### src/rtl/dma_fifo.sv
// Small circular FIFO with a type parameter for its payload
// Push on v_i with ready_o, pop on yumi_i; head is visible on data_o
`timescale 1ns/1ns
`default_nettype none

module dma_fifo #(
  parameter type payload_t = logic,
  parameter int  DEPTH     = 2
) (
  input  logic     clk_i,
  input  logic     reset_i,
  input  payload_t data_i,
  input  logic     v_i,
  output logic     ready_o,
  output payload_t data_o,
  output logic     v_o,
  input  logic     yumi_i
);

  localparam int PTR_W = (DEPTH > 1) ? $clog2(DEPTH) : 1;
  localparam int CNT_W = $clog2(DEPTH + 1);

  payload_t           mem_r [DEPTH];
  logic [PTR_W-1:0]   rptr_r;
  logic [PTR_W-1:0]   wptr_r;
  logic [CNT_W-1:0]   count_r;
  logic [CNT_W-1:0]   count_n;
  logic               ready_r;
  logic               push;

  assign push    = v_i & ready_o;
  assign count_n = count_r + CNT_W'(push) - CNT_W'(yumi_i);

  assign ready_o = ready_r;
  assign v_o     = (count_r != '0);
  assign data_o  = mem_r[rptr_r];

  // Ready is registered so it stays low while in reset
  always_ff @(posedge clk_i)
  begin
    if (reset_i)
    begin
      rptr_r  <= '0;
      wptr_r  <= '0;
      count_r <= '0;
      ready_r <= 1'b0;
    end
    else
    begin
      if (push)
        wptr_r <= (wptr_r == PTR_W'(DEPTH - 1)) ? '0 : wptr_r + 1'b1;
      if (yumi_i)
        rptr_r <= (rptr_r == PTR_W'(DEPTH - 1)) ? '0 : rptr_r + 1'b1;
      count_r <= count_n;
      ready_r <= (count_n != CNT_W'(DEPTH));
    end
  end

  always_ff @(posedge clk_i)
  begin
    if (push)
      mem_r[wptr_r] <= data_i;
  end

  // Consumer must not pop an empty buffer
  assert property (@(posedge clk_i) disable iff (reset_i) yumi_i |-> v_o);

  // Registered ready must keep pushes out of a full buffer
  assert property (@(posedge clk_i) disable iff (reset_i)
    push |-> (count_r != CNT_W'(DEPTH)));

endmodule

`default_nettype wire

### config.mk
export PLATFORM = sky130hd
export DESIGN_NAME = dma_fifo
export DESIGN_NICKNAME = d
export VERILOG_FILES = /design/src/rtl/dma_fifo.sv
export SDC_FILE = /design/constraint.sdc
export NUM_CORES = 1
export LEC_CHECK = 0
export ABC_AREA = 1
export BUFFER_PORTS_ARGS = -buffer_cell sky130_fd_sc_hd__buf_2
export CAP_MARGIN = 20
export CORE_AREA = 2 2 39 41
export DETAILED_ROUTE_END_ITERATION = 12
export DIE_AREA = 0 0 41 43
export RECOVER_POWER = 50
export REMOVE_ABC_BUFFERS = 1
export SYNTH_ARGS = -nofsm -noshare
export SYNTH_HDL_FRONTEND = slang
export SYNTH_SLANG_ARGS = --single-unit
### constraint.sdc
create_clock -name clk_i -period 1.5 [get_ports clk_i]
set_clock_uncertainty 0.1 [all_clocks]
set_input_delay 0.45 -clock clk_i [delete_from_list [all_inputs] [get_ports clk_i]]
set_output_delay 0.45 -clock clk_i [all_outputs]
set_load 0.1 [all_outputs]
==> run_results.csv <==
group,metric,value,unit
die,start_util,0.2450,
global_route,grt_pass1_wl,1.028,mm
synth,synthFlopType,"dfxtp_1",
timing,slew_violations,0,
clock_network,ctsHoldBuffers,0,
critical_path,path_max_fanout,1,
clock_network,numCtsBuffers,3,
global_route,grt-ovfl-total,0,
route,drt_iter0_drc,9,
timing,hold_slack,0.2845,ns
synth,synth_area,339.1,um2
die,die_h,43,um
min_path,hold_path.class,"in -> reg",
placed_design,placed_cell_area,439.2,um2
layout,multi_input_area,145.1,um2
layout,area_growth,50.92,%
die,core,1384,um2
synth,yosysSeqAreaShare,0.5314,
global_route,grt_pass1_vias,276,
placed_design,dp_slack,-0.08375,ns
route,drc_errors,0,
critical_path,required,0.95,ns
timing,period_share,1.084,
synth,yosysTopAreaCell,"dfxtp_1",
global_route,grt_max_degree,6,
clock_network,cts_tree,"done",
synth,ys_types,14,
route,antenna_left,0,
global_route,grt_usage,0.09466,
die,num_rows,14,
placed_design,portBuffers,7,
clock_network,clkSinkCount,8,
pwr,power.total,835.8,uW
critical_path,worst-setup-path-type,"reg -> out",
synth,synth_top_area_frac,0.3542,
layout,seq_area,181.4,um2
synth,ys_ff_latch,8,
synth,syn_avg_cell_area,8.477,um2
timing,hold_viol,0,
critical_path,worstPathArrival,1.08,ns
critical_path,start_kind,"register",
route,vias_per_cell,4.111,
layout,diodes,0,
pwr,p_per_area,1633,nW/um2
timing,tightest_slew,0.1822,ns
outcome,violations,"negative setup slack",
placed_design,gp_congestion,0.7006,
layout,nFillCells,148,
route,routed_wl,610,um
synth,synthTopCellsByCount,"10 x nand2_1, 6 x dfxtp_1, 6 x inv_1",
route,wl_per_cell,8.472,um
timing,rsz0062_at_grt,"yes",
timing,tns,-0.1482,ns
timing,slew_headroom,0.8781,
synth,yosys_warnings,0,
run,cap_viol_max_count,0,
layout,fin_nets,63,
die,die_w,41,um
pwr,peakVddDrop,665.6,uV
pwr,p_leak,0.0002470,uW
clock_network,clk_pin_slew_worst_paths,0.06,ns
synth,synth_most_common_cell,"nand2_1",
timing,finalWorstSetupSlack,-0.1255,ns
outcome,status,"complete, but fails checks",
die,num_io_pins,8,
timing,finalSetupViolations,2,
clock_network,htreeDepth,1,
synth,async_flop_share,0,
route,num_vias,296,
die,die_area,1763,um2
layout,drive_gt1_frac,0.3750,
route,firstDrtPassIters,4,
clock_network,clock_latency,0.26,ns
synth,synth-edff-count,2,
placed_design,dpl.hpwl,485.7,um
clock_network,clk_path_buf_depth,2,
clock_network,cts_root_buffer,"clkbuf_4",
critical_path,setup.worst_path.end_class,"output pin",
global_route,antenna_found_initial,0,
timing,fmax,615.2,MHz
synth,synth_area_leaders,"dfxtp_1 35%, edfxtp_1 18%, nand2_1 11%",
layout,fin_area,511.7,um2
timing,min_period,1.626,ns
synth,synth_cells,40,
report_power, final:
part	switching [uW]	internal, uW
logic	232	155
clock network	72.1	102
registers	18.2	257
total	322	513
cells by family (layout without fill, tap and decap cells):
group,after synthesis,count (layout),share of synthesized area
simple gates,21,21,0.2768
flops,8,8,0.5314
buf+inv,6,22,0.06642
compound gates,2,2,0.02952
fa+ha+maj,1,1,0.03689
xor+xnor,1,1,0.02583
mux,1,1,0.03321
layer usage:
| metal | GRT usage | up-vias | routed length [um] |
|---|---|---|---|
| met5 | 0 | - | 0 |
| met4 | 0.04000 | 0 | 0 |
| met3 | 0.07853 | 0 | 26 |
| met2 | 0.1500 | 3 | 378 |
| met1 | 0.08117 | 136 | 204 |
| li1 | - | 157 | - |
cell usage in the layout (no fill, tap or decap), drive strengths merged:
| master | instances |
|---|---|
| a21oi | 2 |
| buf | 10 |
| clkbuf | 6 |
| dfxtp | 6 |
| edfxtp | 2 |
| ha | 1 |
| inv | 6 |
| mux2 | 1 |
| nand2 | 13 |
| nand3 | 1 |
| nor2 | 4 |
| nor3 | 1 |
| or2 | 2 |
| xnor2 | 1 |
final cells by class:
type                            instances  share of cell area
Sequential cell                         8              0.3545
Timing Repair Buffer                   12              0.2274
Tap cell                               16             0.03912
Multi-Input combinational cell         26              0.2836
Clock buffer                            4             0.05134
Inverter                                6             0.04401
through the flow:
step | std cells | utilization
after floorplan | 40 | -
after global placement | 67 | 0.3174
after detailed placement | 67 | 0.3174
final | 72 | 0.3698
after CTS | 72 | 0.3689
after global routing | 72 | 0.3698
worst max-delay path, cell delays in order, from the launching register on:
cell and delay, ns:
edfxtp_1 0.37, mux2_4 0.28, buf_12 0.17
final timing paths:
kind                               start  endpoint  slack [ns]  cells after the start
worst max-delay path            mem_r[1]    data_o       -0.13                      2
worst min-delay path              data_i  mem_r[1]        0.28                      1
worst max register to register   ready_o   ready_o        0.14                     10
worst min register to register    rptr_r  register        0.42                      2
timing repair:
item                       CTS  global route
resized for setup           11             2
pin swaps                    0             0
gates cloned                 0             0
buffers inserted             1             0
setup endpoints to repair    2             4
Power figures use the tool's default switching activity.
