==> src/rtl/dma_pkg.sv <==
// Cache-side definitions for the DMA to memory bridge
// Port count, word and address widths, and the DMA packet layout
`default_nettype none

package dma_pkg;

  localparam int NUM_PORTS          = 2;
  localparam int PORT_ID_WIDTH      = 1;
  localparam int DATA_WIDTH         = 32;
  localparam int WORDS_PER_BLOCK    = 4;
  localparam int CACHE_ADDR_WIDTH   = 16;
  localparam int BLOCK_OFFSET_WIDTH = 4;

  typedef logic [PORT_ID_WIDTH-1:0] port_id_t;

  // One request from a cache DMA port
  typedef struct packed {
    logic                        write_not_read;
    logic [CACHE_ADDR_WIDTH-1:0] addr;
  } dma_pkt_s;

endpackage

`default_nettype wire
==> src/rtl/mem_pkg.sv <==
// Memory-side definitions for the DMA to memory bridge
// One message layout serves both commands and responses
`default_nettype none

package mem_pkg;

  import dma_pkg::*;

  // Port number sits just above the block offset
  localparam int MEM_ADDR_WIDTH = CACHE_ADDR_WIDTH + PORT_ID_WIDTH;
  localparam int BLOCK_WIDTH    = DATA_WIDTH * WORDS_PER_BLOCK;

  typedef enum logic {
    MEM_READ  = 1'b0,
    MEM_WRITE = 1'b1
  } mem_msg_type_e;

  typedef struct packed {
    mem_msg_type_e             msg_type;
    logic [MEM_ADDR_WIDTH-1:0] addr;
    logic [BLOCK_WIDTH-1:0]    data;
  } mem_msg_s;

endpackage

`default_nettype wire

==> src/rtl/dma_response_path.sv <==
// Response half of the bridge
// Buffers memory responses, drops write replies and returns each read
// block word by word to the port at the head of the order queue
`timescale 1ns/1ns
`default_nettype none

module dma_response_path
  import dma_pkg::*;
  import mem_pkg::*;
(
  input  logic                                  clk_i,
  input  logic                                  reset_i,
  input  mem_msg_s                              mem_resp_i,
  input  logic                                  mem_resp_v_i,
  output logic                                  mem_resp_ready_o,
  input  port_id_t                              order_port_i,
  input  logic                                  order_v_i,
  output logic                                  order_pop_o,
  output logic [NUM_PORTS-1:0][DATA_WIDTH-1:0]  dma_data_o,
  output logic [NUM_PORTS-1:0]                  dma_data_v_o,
  input  logic [NUM_PORTS-1:0]                  dma_data_ready_i
);

  localparam int CNT_W = $clog2(WORDS_PER_BLOCK);

  mem_msg_s               resp_head;
  logic                   resp_v;
  logic                   resp_yumi;
  logic                   is_read;
  logic                   load;
  logic                   fire;
  logic                   full_r;
  logic [CNT_W-1:0]       count_r;
  logic [BLOCK_WIDTH-1:0] shift_r;

  dma_fifo #(
    .payload_t (mem_msg_s),
    .DEPTH     (2)
  ) u_resp_fifo (
    .clk_i   (clk_i),
    .reset_i (reset_i),
    .data_i  (mem_resp_i),
    .v_i     (mem_resp_v_i),
    .ready_o (mem_resp_ready_o),
    .data_o  (resp_head),
    .v_o     (resp_v),
    .yumi_i  (resp_yumi)
  );

  assign is_read = (resp_head.msg_type == MEM_READ);
  assign load    = resp_v & is_read & ~full_r;

  // Write replies are popped straight away
  assign resp_yumi = resp_v & (~is_read | ~full_r);

  assign fire        = full_r & dma_data_ready_i[order_port_i];
  assign order_pop_o = fire & (count_r == CNT_W'(WORDS_PER_BLOCK - 1));

  // Data is shared by all ports, valid only at the requester
  always_comb
  begin
    for (int p = 0; p < NUM_PORTS; p++)
      dma_data_o[p] = shift_r[DATA_WIDTH-1:0];
    dma_data_v_o               = '0;
    dma_data_v_o[order_port_i] = full_r;
  end

  always_ff @(posedge clk_i)
  begin
    if (reset_i)
    begin
      full_r  <= 1'b0;
      count_r <= '0;
    end
    else if (load)
    begin
      full_r  <= 1'b1;
      count_r <= '0;
    end
    else if (fire)
    begin
      count_r <= count_r + 1'b1;
      if (order_pop_o)
        full_r <= 1'b0;
    end
  end

  // Low word leaves first
  always_ff @(posedge clk_i)
  begin
    if (load)
      shift_r <= resp_head.data;
    else if (fire)
      shift_r <= shift_r >> DATA_WIDTH;
  end

  // Every read block needs its port logged by the request half
  assert property (@(posedge clk_i) disable iff (reset_i) load |-> order_v_i);

endmodule

`default_nettype wire

==> src/rtl/dma_fifo.sv <==
// Small circular FIFO with a type parameter for its payload
// Push on v_i with ready_o, pop on yumi_i; head is visible on data_o
`timescale 1ns/1ns
`default_nettype none

module dma_fifo #(
  parameter type payload_t = logic,
  parameter int  DEPTH     = 2
) (
  input  logic     clk_i,
  input  logic     reset_i,
  input  payload_t data_i,
  input  logic     v_i,
  output logic     ready_o,
  output payload_t data_o,
  output logic     v_o,
  input  logic     yumi_i
);

  localparam int PTR_W = (DEPTH > 1) ? $clog2(DEPTH) : 1;
  localparam int CNT_W = $clog2(DEPTH + 1);

  payload_t           mem_r [DEPTH];
  logic [PTR_W-1:0]   rptr_r;
  logic [PTR_W-1:0]   wptr_r;
  logic [CNT_W-1:0]   count_r;
  logic [CNT_W-1:0]   count_n;
  logic               ready_r;
  logic               push;

  assign push    = v_i & ready_o;
  assign count_n = count_r + CNT_W'(push) - CNT_W'(yumi_i);

  assign ready_o = ready_r;
  assign v_o     = (count_r != '0);
  assign data_o  = mem_r[rptr_r];

  // Ready is registered so it stays low while in reset
  always_ff @(posedge clk_i)
  begin
    if (reset_i)
    begin
      rptr_r  <= '0;
      wptr_r  <= '0;
      count_r <= '0;
      ready_r <= 1'b0;
    end
    else
    begin
      if (push)
        wptr_r <= (wptr_r == PTR_W'(DEPTH - 1)) ? '0 : wptr_r + 1'b1;
      if (yumi_i)
        rptr_r <= (rptr_r == PTR_W'(DEPTH - 1)) ? '0 : rptr_r + 1'b1;
      count_r <= count_n;
      ready_r <= (count_n != CNT_W'(DEPTH));
    end
  end

  always_ff @(posedge clk_i)
  begin
    if (push)
      mem_r[wptr_r] <= data_i;
  end

  // Consumer must not pop an empty buffer
  assert property (@(posedge clk_i) disable iff (reset_i) yumi_i |-> v_o);

  // Registered ready must keep pushes out of a full buffer
  assert property (@(posedge clk_i) disable iff (reset_i)
    push |-> (count_r != CNT_W'(DEPTH)));

endmodule

`default_nettype wire

==> config.mk <==
export PLATFORM = sky130hd
export DESIGN_NAME = dma_response_path
export DESIGN_NICKNAME = d
export VERILOG_FILES = /design/src/rtl/dma_pkg.sv /design/src/rtl/mem_pkg.sv /design/src/rtl/dma_response_path.sv /design/src/rtl/dma_fifo.sv
export SDC_FILE = /design/constraint.sdc
export NUM_CORES = 1
export LEC_CHECK = 0
export BUFFER_PORTS_ARGS = -buffer_cell sky130_fd_sc_hd__clkbuf_2
export CAP_MARGIN = 0
export CORE_MARGIN = 5
export CORE_UTILIZATION = 45
export CTS_CLUSTER_DIAMETER = 40
export DETAILED_ROUTE_END_ITERATION = 7
export PLACE_DENSITY = 0.65
export SLEW_MARGIN = 10
export SYNTH_ARGS = -nofsm -noshare
export SYNTH_HDL_FRONTEND = slang
export SYNTH_SLANG_ARGS = --single-unit
==> constraint.sdc <==
create_clock -name clk_i -period 11.9 [get_ports clk_i]
set_input_delay 0 -clock clk_i [delete_from_list [all_inputs] [get_ports clk_i]]
set_output_delay 0 -clock clk_i [all_outputs]
set_load 0.05 [all_outputs]
==> key figures <==
Worst hold path
  • Hold Path Class: in2reg

Die
  • Die W: 194 um
  • Core area: 33500 um2
  • # rows: 67
  • Die area: 37700 um2
  • Die Y-Extent: between 150 and 200 um
  • Initial Util: 45.6%
  • # IOs: 221

Pwr
  • Pwr dens: about 250 nW/um2
  • Final Power: 4.81 mW
  • Lkg Pwr: 6.84 nW
  • Worst vdd ir: 0.197 mV

Outcome
  • Status: completed

Global routing
  • Total track usage: 14.6%
  • Largest net degree at the start of global routing: 113
  • Number of global-route vias before repair: 8051
  • Global-route wire length before repair: approximately 44000 um
  • Overflow after GRT: 0
  • Initial antenna violation count: 2

Drt
  • Pre-antenna DRT Iters: 4
  • Highest metal used: met5
  • Remaining DRCs: 0
  • Met2 wire length: 13900 um
  • Antenna-violating nets left: 0
  • Number of DRC markers in iteration 0: 345
  • Wire per inst: between 15 and 20 um
  • DR vias: about 7.5k
  • Metal-1 WL: 11400 um
  • WL final: 27400 um
  • Met3 WL: between 1000 and 1500 um
  • Vias per cell: about 4.7

Yosys
  • Largest family of logic cells by synthesized area: multiplexers
  • Post-synthesis register bit count: about 400
  • Synth warn: 0
  • Synth area leader: edfxtp_1
  • Synth Area per Inst: 19.5 um2
  • Syn Nets: about 940
  • Number of synthesized flops with an enable pin: 386
  • Mapped Cells: 785
  • XOR/XNOR share of the synthesized area: less than 1%
  • Top_reg_cell synth: edfxtp_1
  • Synth Area in Compound Gates: 0.328%
  • Post-synthesis simple-gate area fraction: under 10%
  • Mux share of post-synthesis cell area: between 15 and 20%
  • Cell with the most instances after synthesis: edfxtp_1
  • Yosys top cell area share: 75.9%
  • Yosys cell types: 26
  • Sequential share of the synthesized area: 77.1%
  • Synth area leaders: edfxtp_1 76%, mux2_2 14%, buf_4 3.3%
  • Most frequent cells after synthesis: 386 x edfxtp_1, 184 x mux2_2, 67 x buf_4, 38 x nor2_1, 33 x mux2i_1
  • Mapped cell area: 15300 um2
  • Adder-cell share of the synthesized area: 0.246%
  • Async SR Flop Fraction: 0%

Timing
  • Worst-margin pin slew: 1.02 ns
  • Worst rel slew slack: 31.7%
  • Number of setup violations in the final report: 0
  • Max frequency: around 0.24 GHz
  • Final hold violations: 0
  • Unrepaired setup endpoints after global routing: no
  • Minimum clock period: 4.17 ns
  • Final Cycle Share: 35.0%
  • Setup TNS: 0 ns
  • Pins Over Slew Limit: 0
  • Final clock skew: 0.00878 ns

Place
  • Post-DP HPWL: 14600 um
  • Gpl congestion: 0.701
  • Port Buffers: 202

Clocking
  • Count of cells resized by post-cts repair: 0
  • CTS Buffer Depth: 3
  • Reg clk slew, reported paths: around 0.05 ns
  • CTS tree: built
  • H-tree depth: 2
  • CTS root buffer: clkbuf_16
  • Clock Sinks: 395
  • Post-CTS Setup Repair Bufs: 0
  • Clk Latency, worst-skew pair: 0.55 ns
  • Total CTS buffers: 48

Setup path
  • Worst EP arrival: 4.34 ns
  • CP bufs+invs: 2
  • Critical path endpoint category: register
  • Crit-path max FO: between 60 and 70
  • Most frequent CP cell: buf_4
  • Worst-path cell chain: mux2_2 -> or3_2 -> o21ai_4 -> buf_4 -> buf_4
  • CP delay by family, top: buffers and inverters
  • Slowest CP cell: buf_4
  • CP required: around 12 ns
  • Startpoint types: register
  • Slowest stage delay, CP: 0.87 ns
  • Setup CP Type: reg2reg

Finish
  • Fraction of layout cells with a size suffix above 1: 42.2%
  • Core Util, Final: between 50% and 60%
  • Final layout net count: 1243
  • Area grow syn2layout: 25.8%

Run
  • Max_cap viols: 0
==> layer usage <==
metal	vias to the layer above	track usage (%)
met5	-	0
met4	2	4.74
met3	44	3.60
met2	176	25.4
met1	3658	18.2
li1	3575	-
==> cell type report <==
type                       instances  area (um2)
antenna                            1        2.50
clock buffer                      54        1240
clock inverter                    34         289
fill                            2563       14300
inverter                           5        18.8
multi-input combinational        292        2890
sequential                       395       11800
tap                              448         561
timing repair buffer             345        2430
==> report_power, final <==
part	switching (mW)	total (mW)	leakage (nW)	internal (mW)
combinational	0.838	1.34	2.46	0.499
clock	0.555	1.38	0.739	0.825
sequential	0.106	2.09	3.64	1.98
==> cell families (layout without fill, tap and decap cells) <==
kind of cell	after synthesis	after routing
flip-flops	395	395
XOR/XNOR	3	3
AO/OA/AOI/OAI	8	8
AND/OR/NAND/NOR	49	49
adder cells (fa/ha/maj)	3	3
multiplexers	229	229
buffers and inverters	98	438
other	0	1
==> cell usage in the layout (no fill, tap or decap), drive strengths merged <==
cell type	instances
edfxtp	386
clkbuf	256
mux2	196
dlygate4sd3	135
nor2	38
mux2i	33
clkinv	20
inv	10
dfxtp	9
buf	8
clkinvlp	6
ha	3
bufinv	3
o21ai	3
a211oi	2
nor2b	2
xnor2	2
and3	2
or3	2
diode	1
o22a	1
nand2	1
nor3	1
and2	1
xor2	1
nand2b	1
o22ai	1
nand3	1
a21oi	1
==> tightest hold or removal path, stage by stage <==
cell and delay, ns:
clkbuf_2 0.12, mux2_2 0.29, nand3_1 0.08, a211oi_1 0.06
==> sequential cells by signal (all words and copies together), names as in the netlist, named ones only <==
signal               cells
u_resp_fifo.ready_o      1
u_resp_fifo.rptr_r       1
full_r                   1
u_resp_fifo.wptr_r       1
shift_r                128
u_resp_fifo.mem_r      258
count_r                  2
u_resp_fifo.count_r      2
==> metrics by stage <==
stage                     hold WS (ns)  std cells  setup slack [ns]  cell area (um2)
after global placement           0.189       1350              7.59            16300
after detailed placement         0.192       1350              7.59            16300
after CTS                      0.00866       1573              7.57            19200
after floorplan                 0.0989        785              1.60            15300
after global routing            0.0517       1574              7.44            19200
final                           0.0567       1574              7.73            19200
==> final timing paths <==
kind	from	to	slack [ns]	cells past startpoint
min reg2reg	count_r[1]	count_r[1]	0.51	2
max	register	shift_r[34]	7.73	5
min	order_port_i	count_r[1]	0.06	4
max reg2reg	register	shift_r[34]	7.73	5
==> timing repair <==
item,CTS,global route
endpoints found under the setup margin,0,0
hold buffers,135,0
endpoints found under the hold margin,267,0
(Power assumes the default switching activity.)
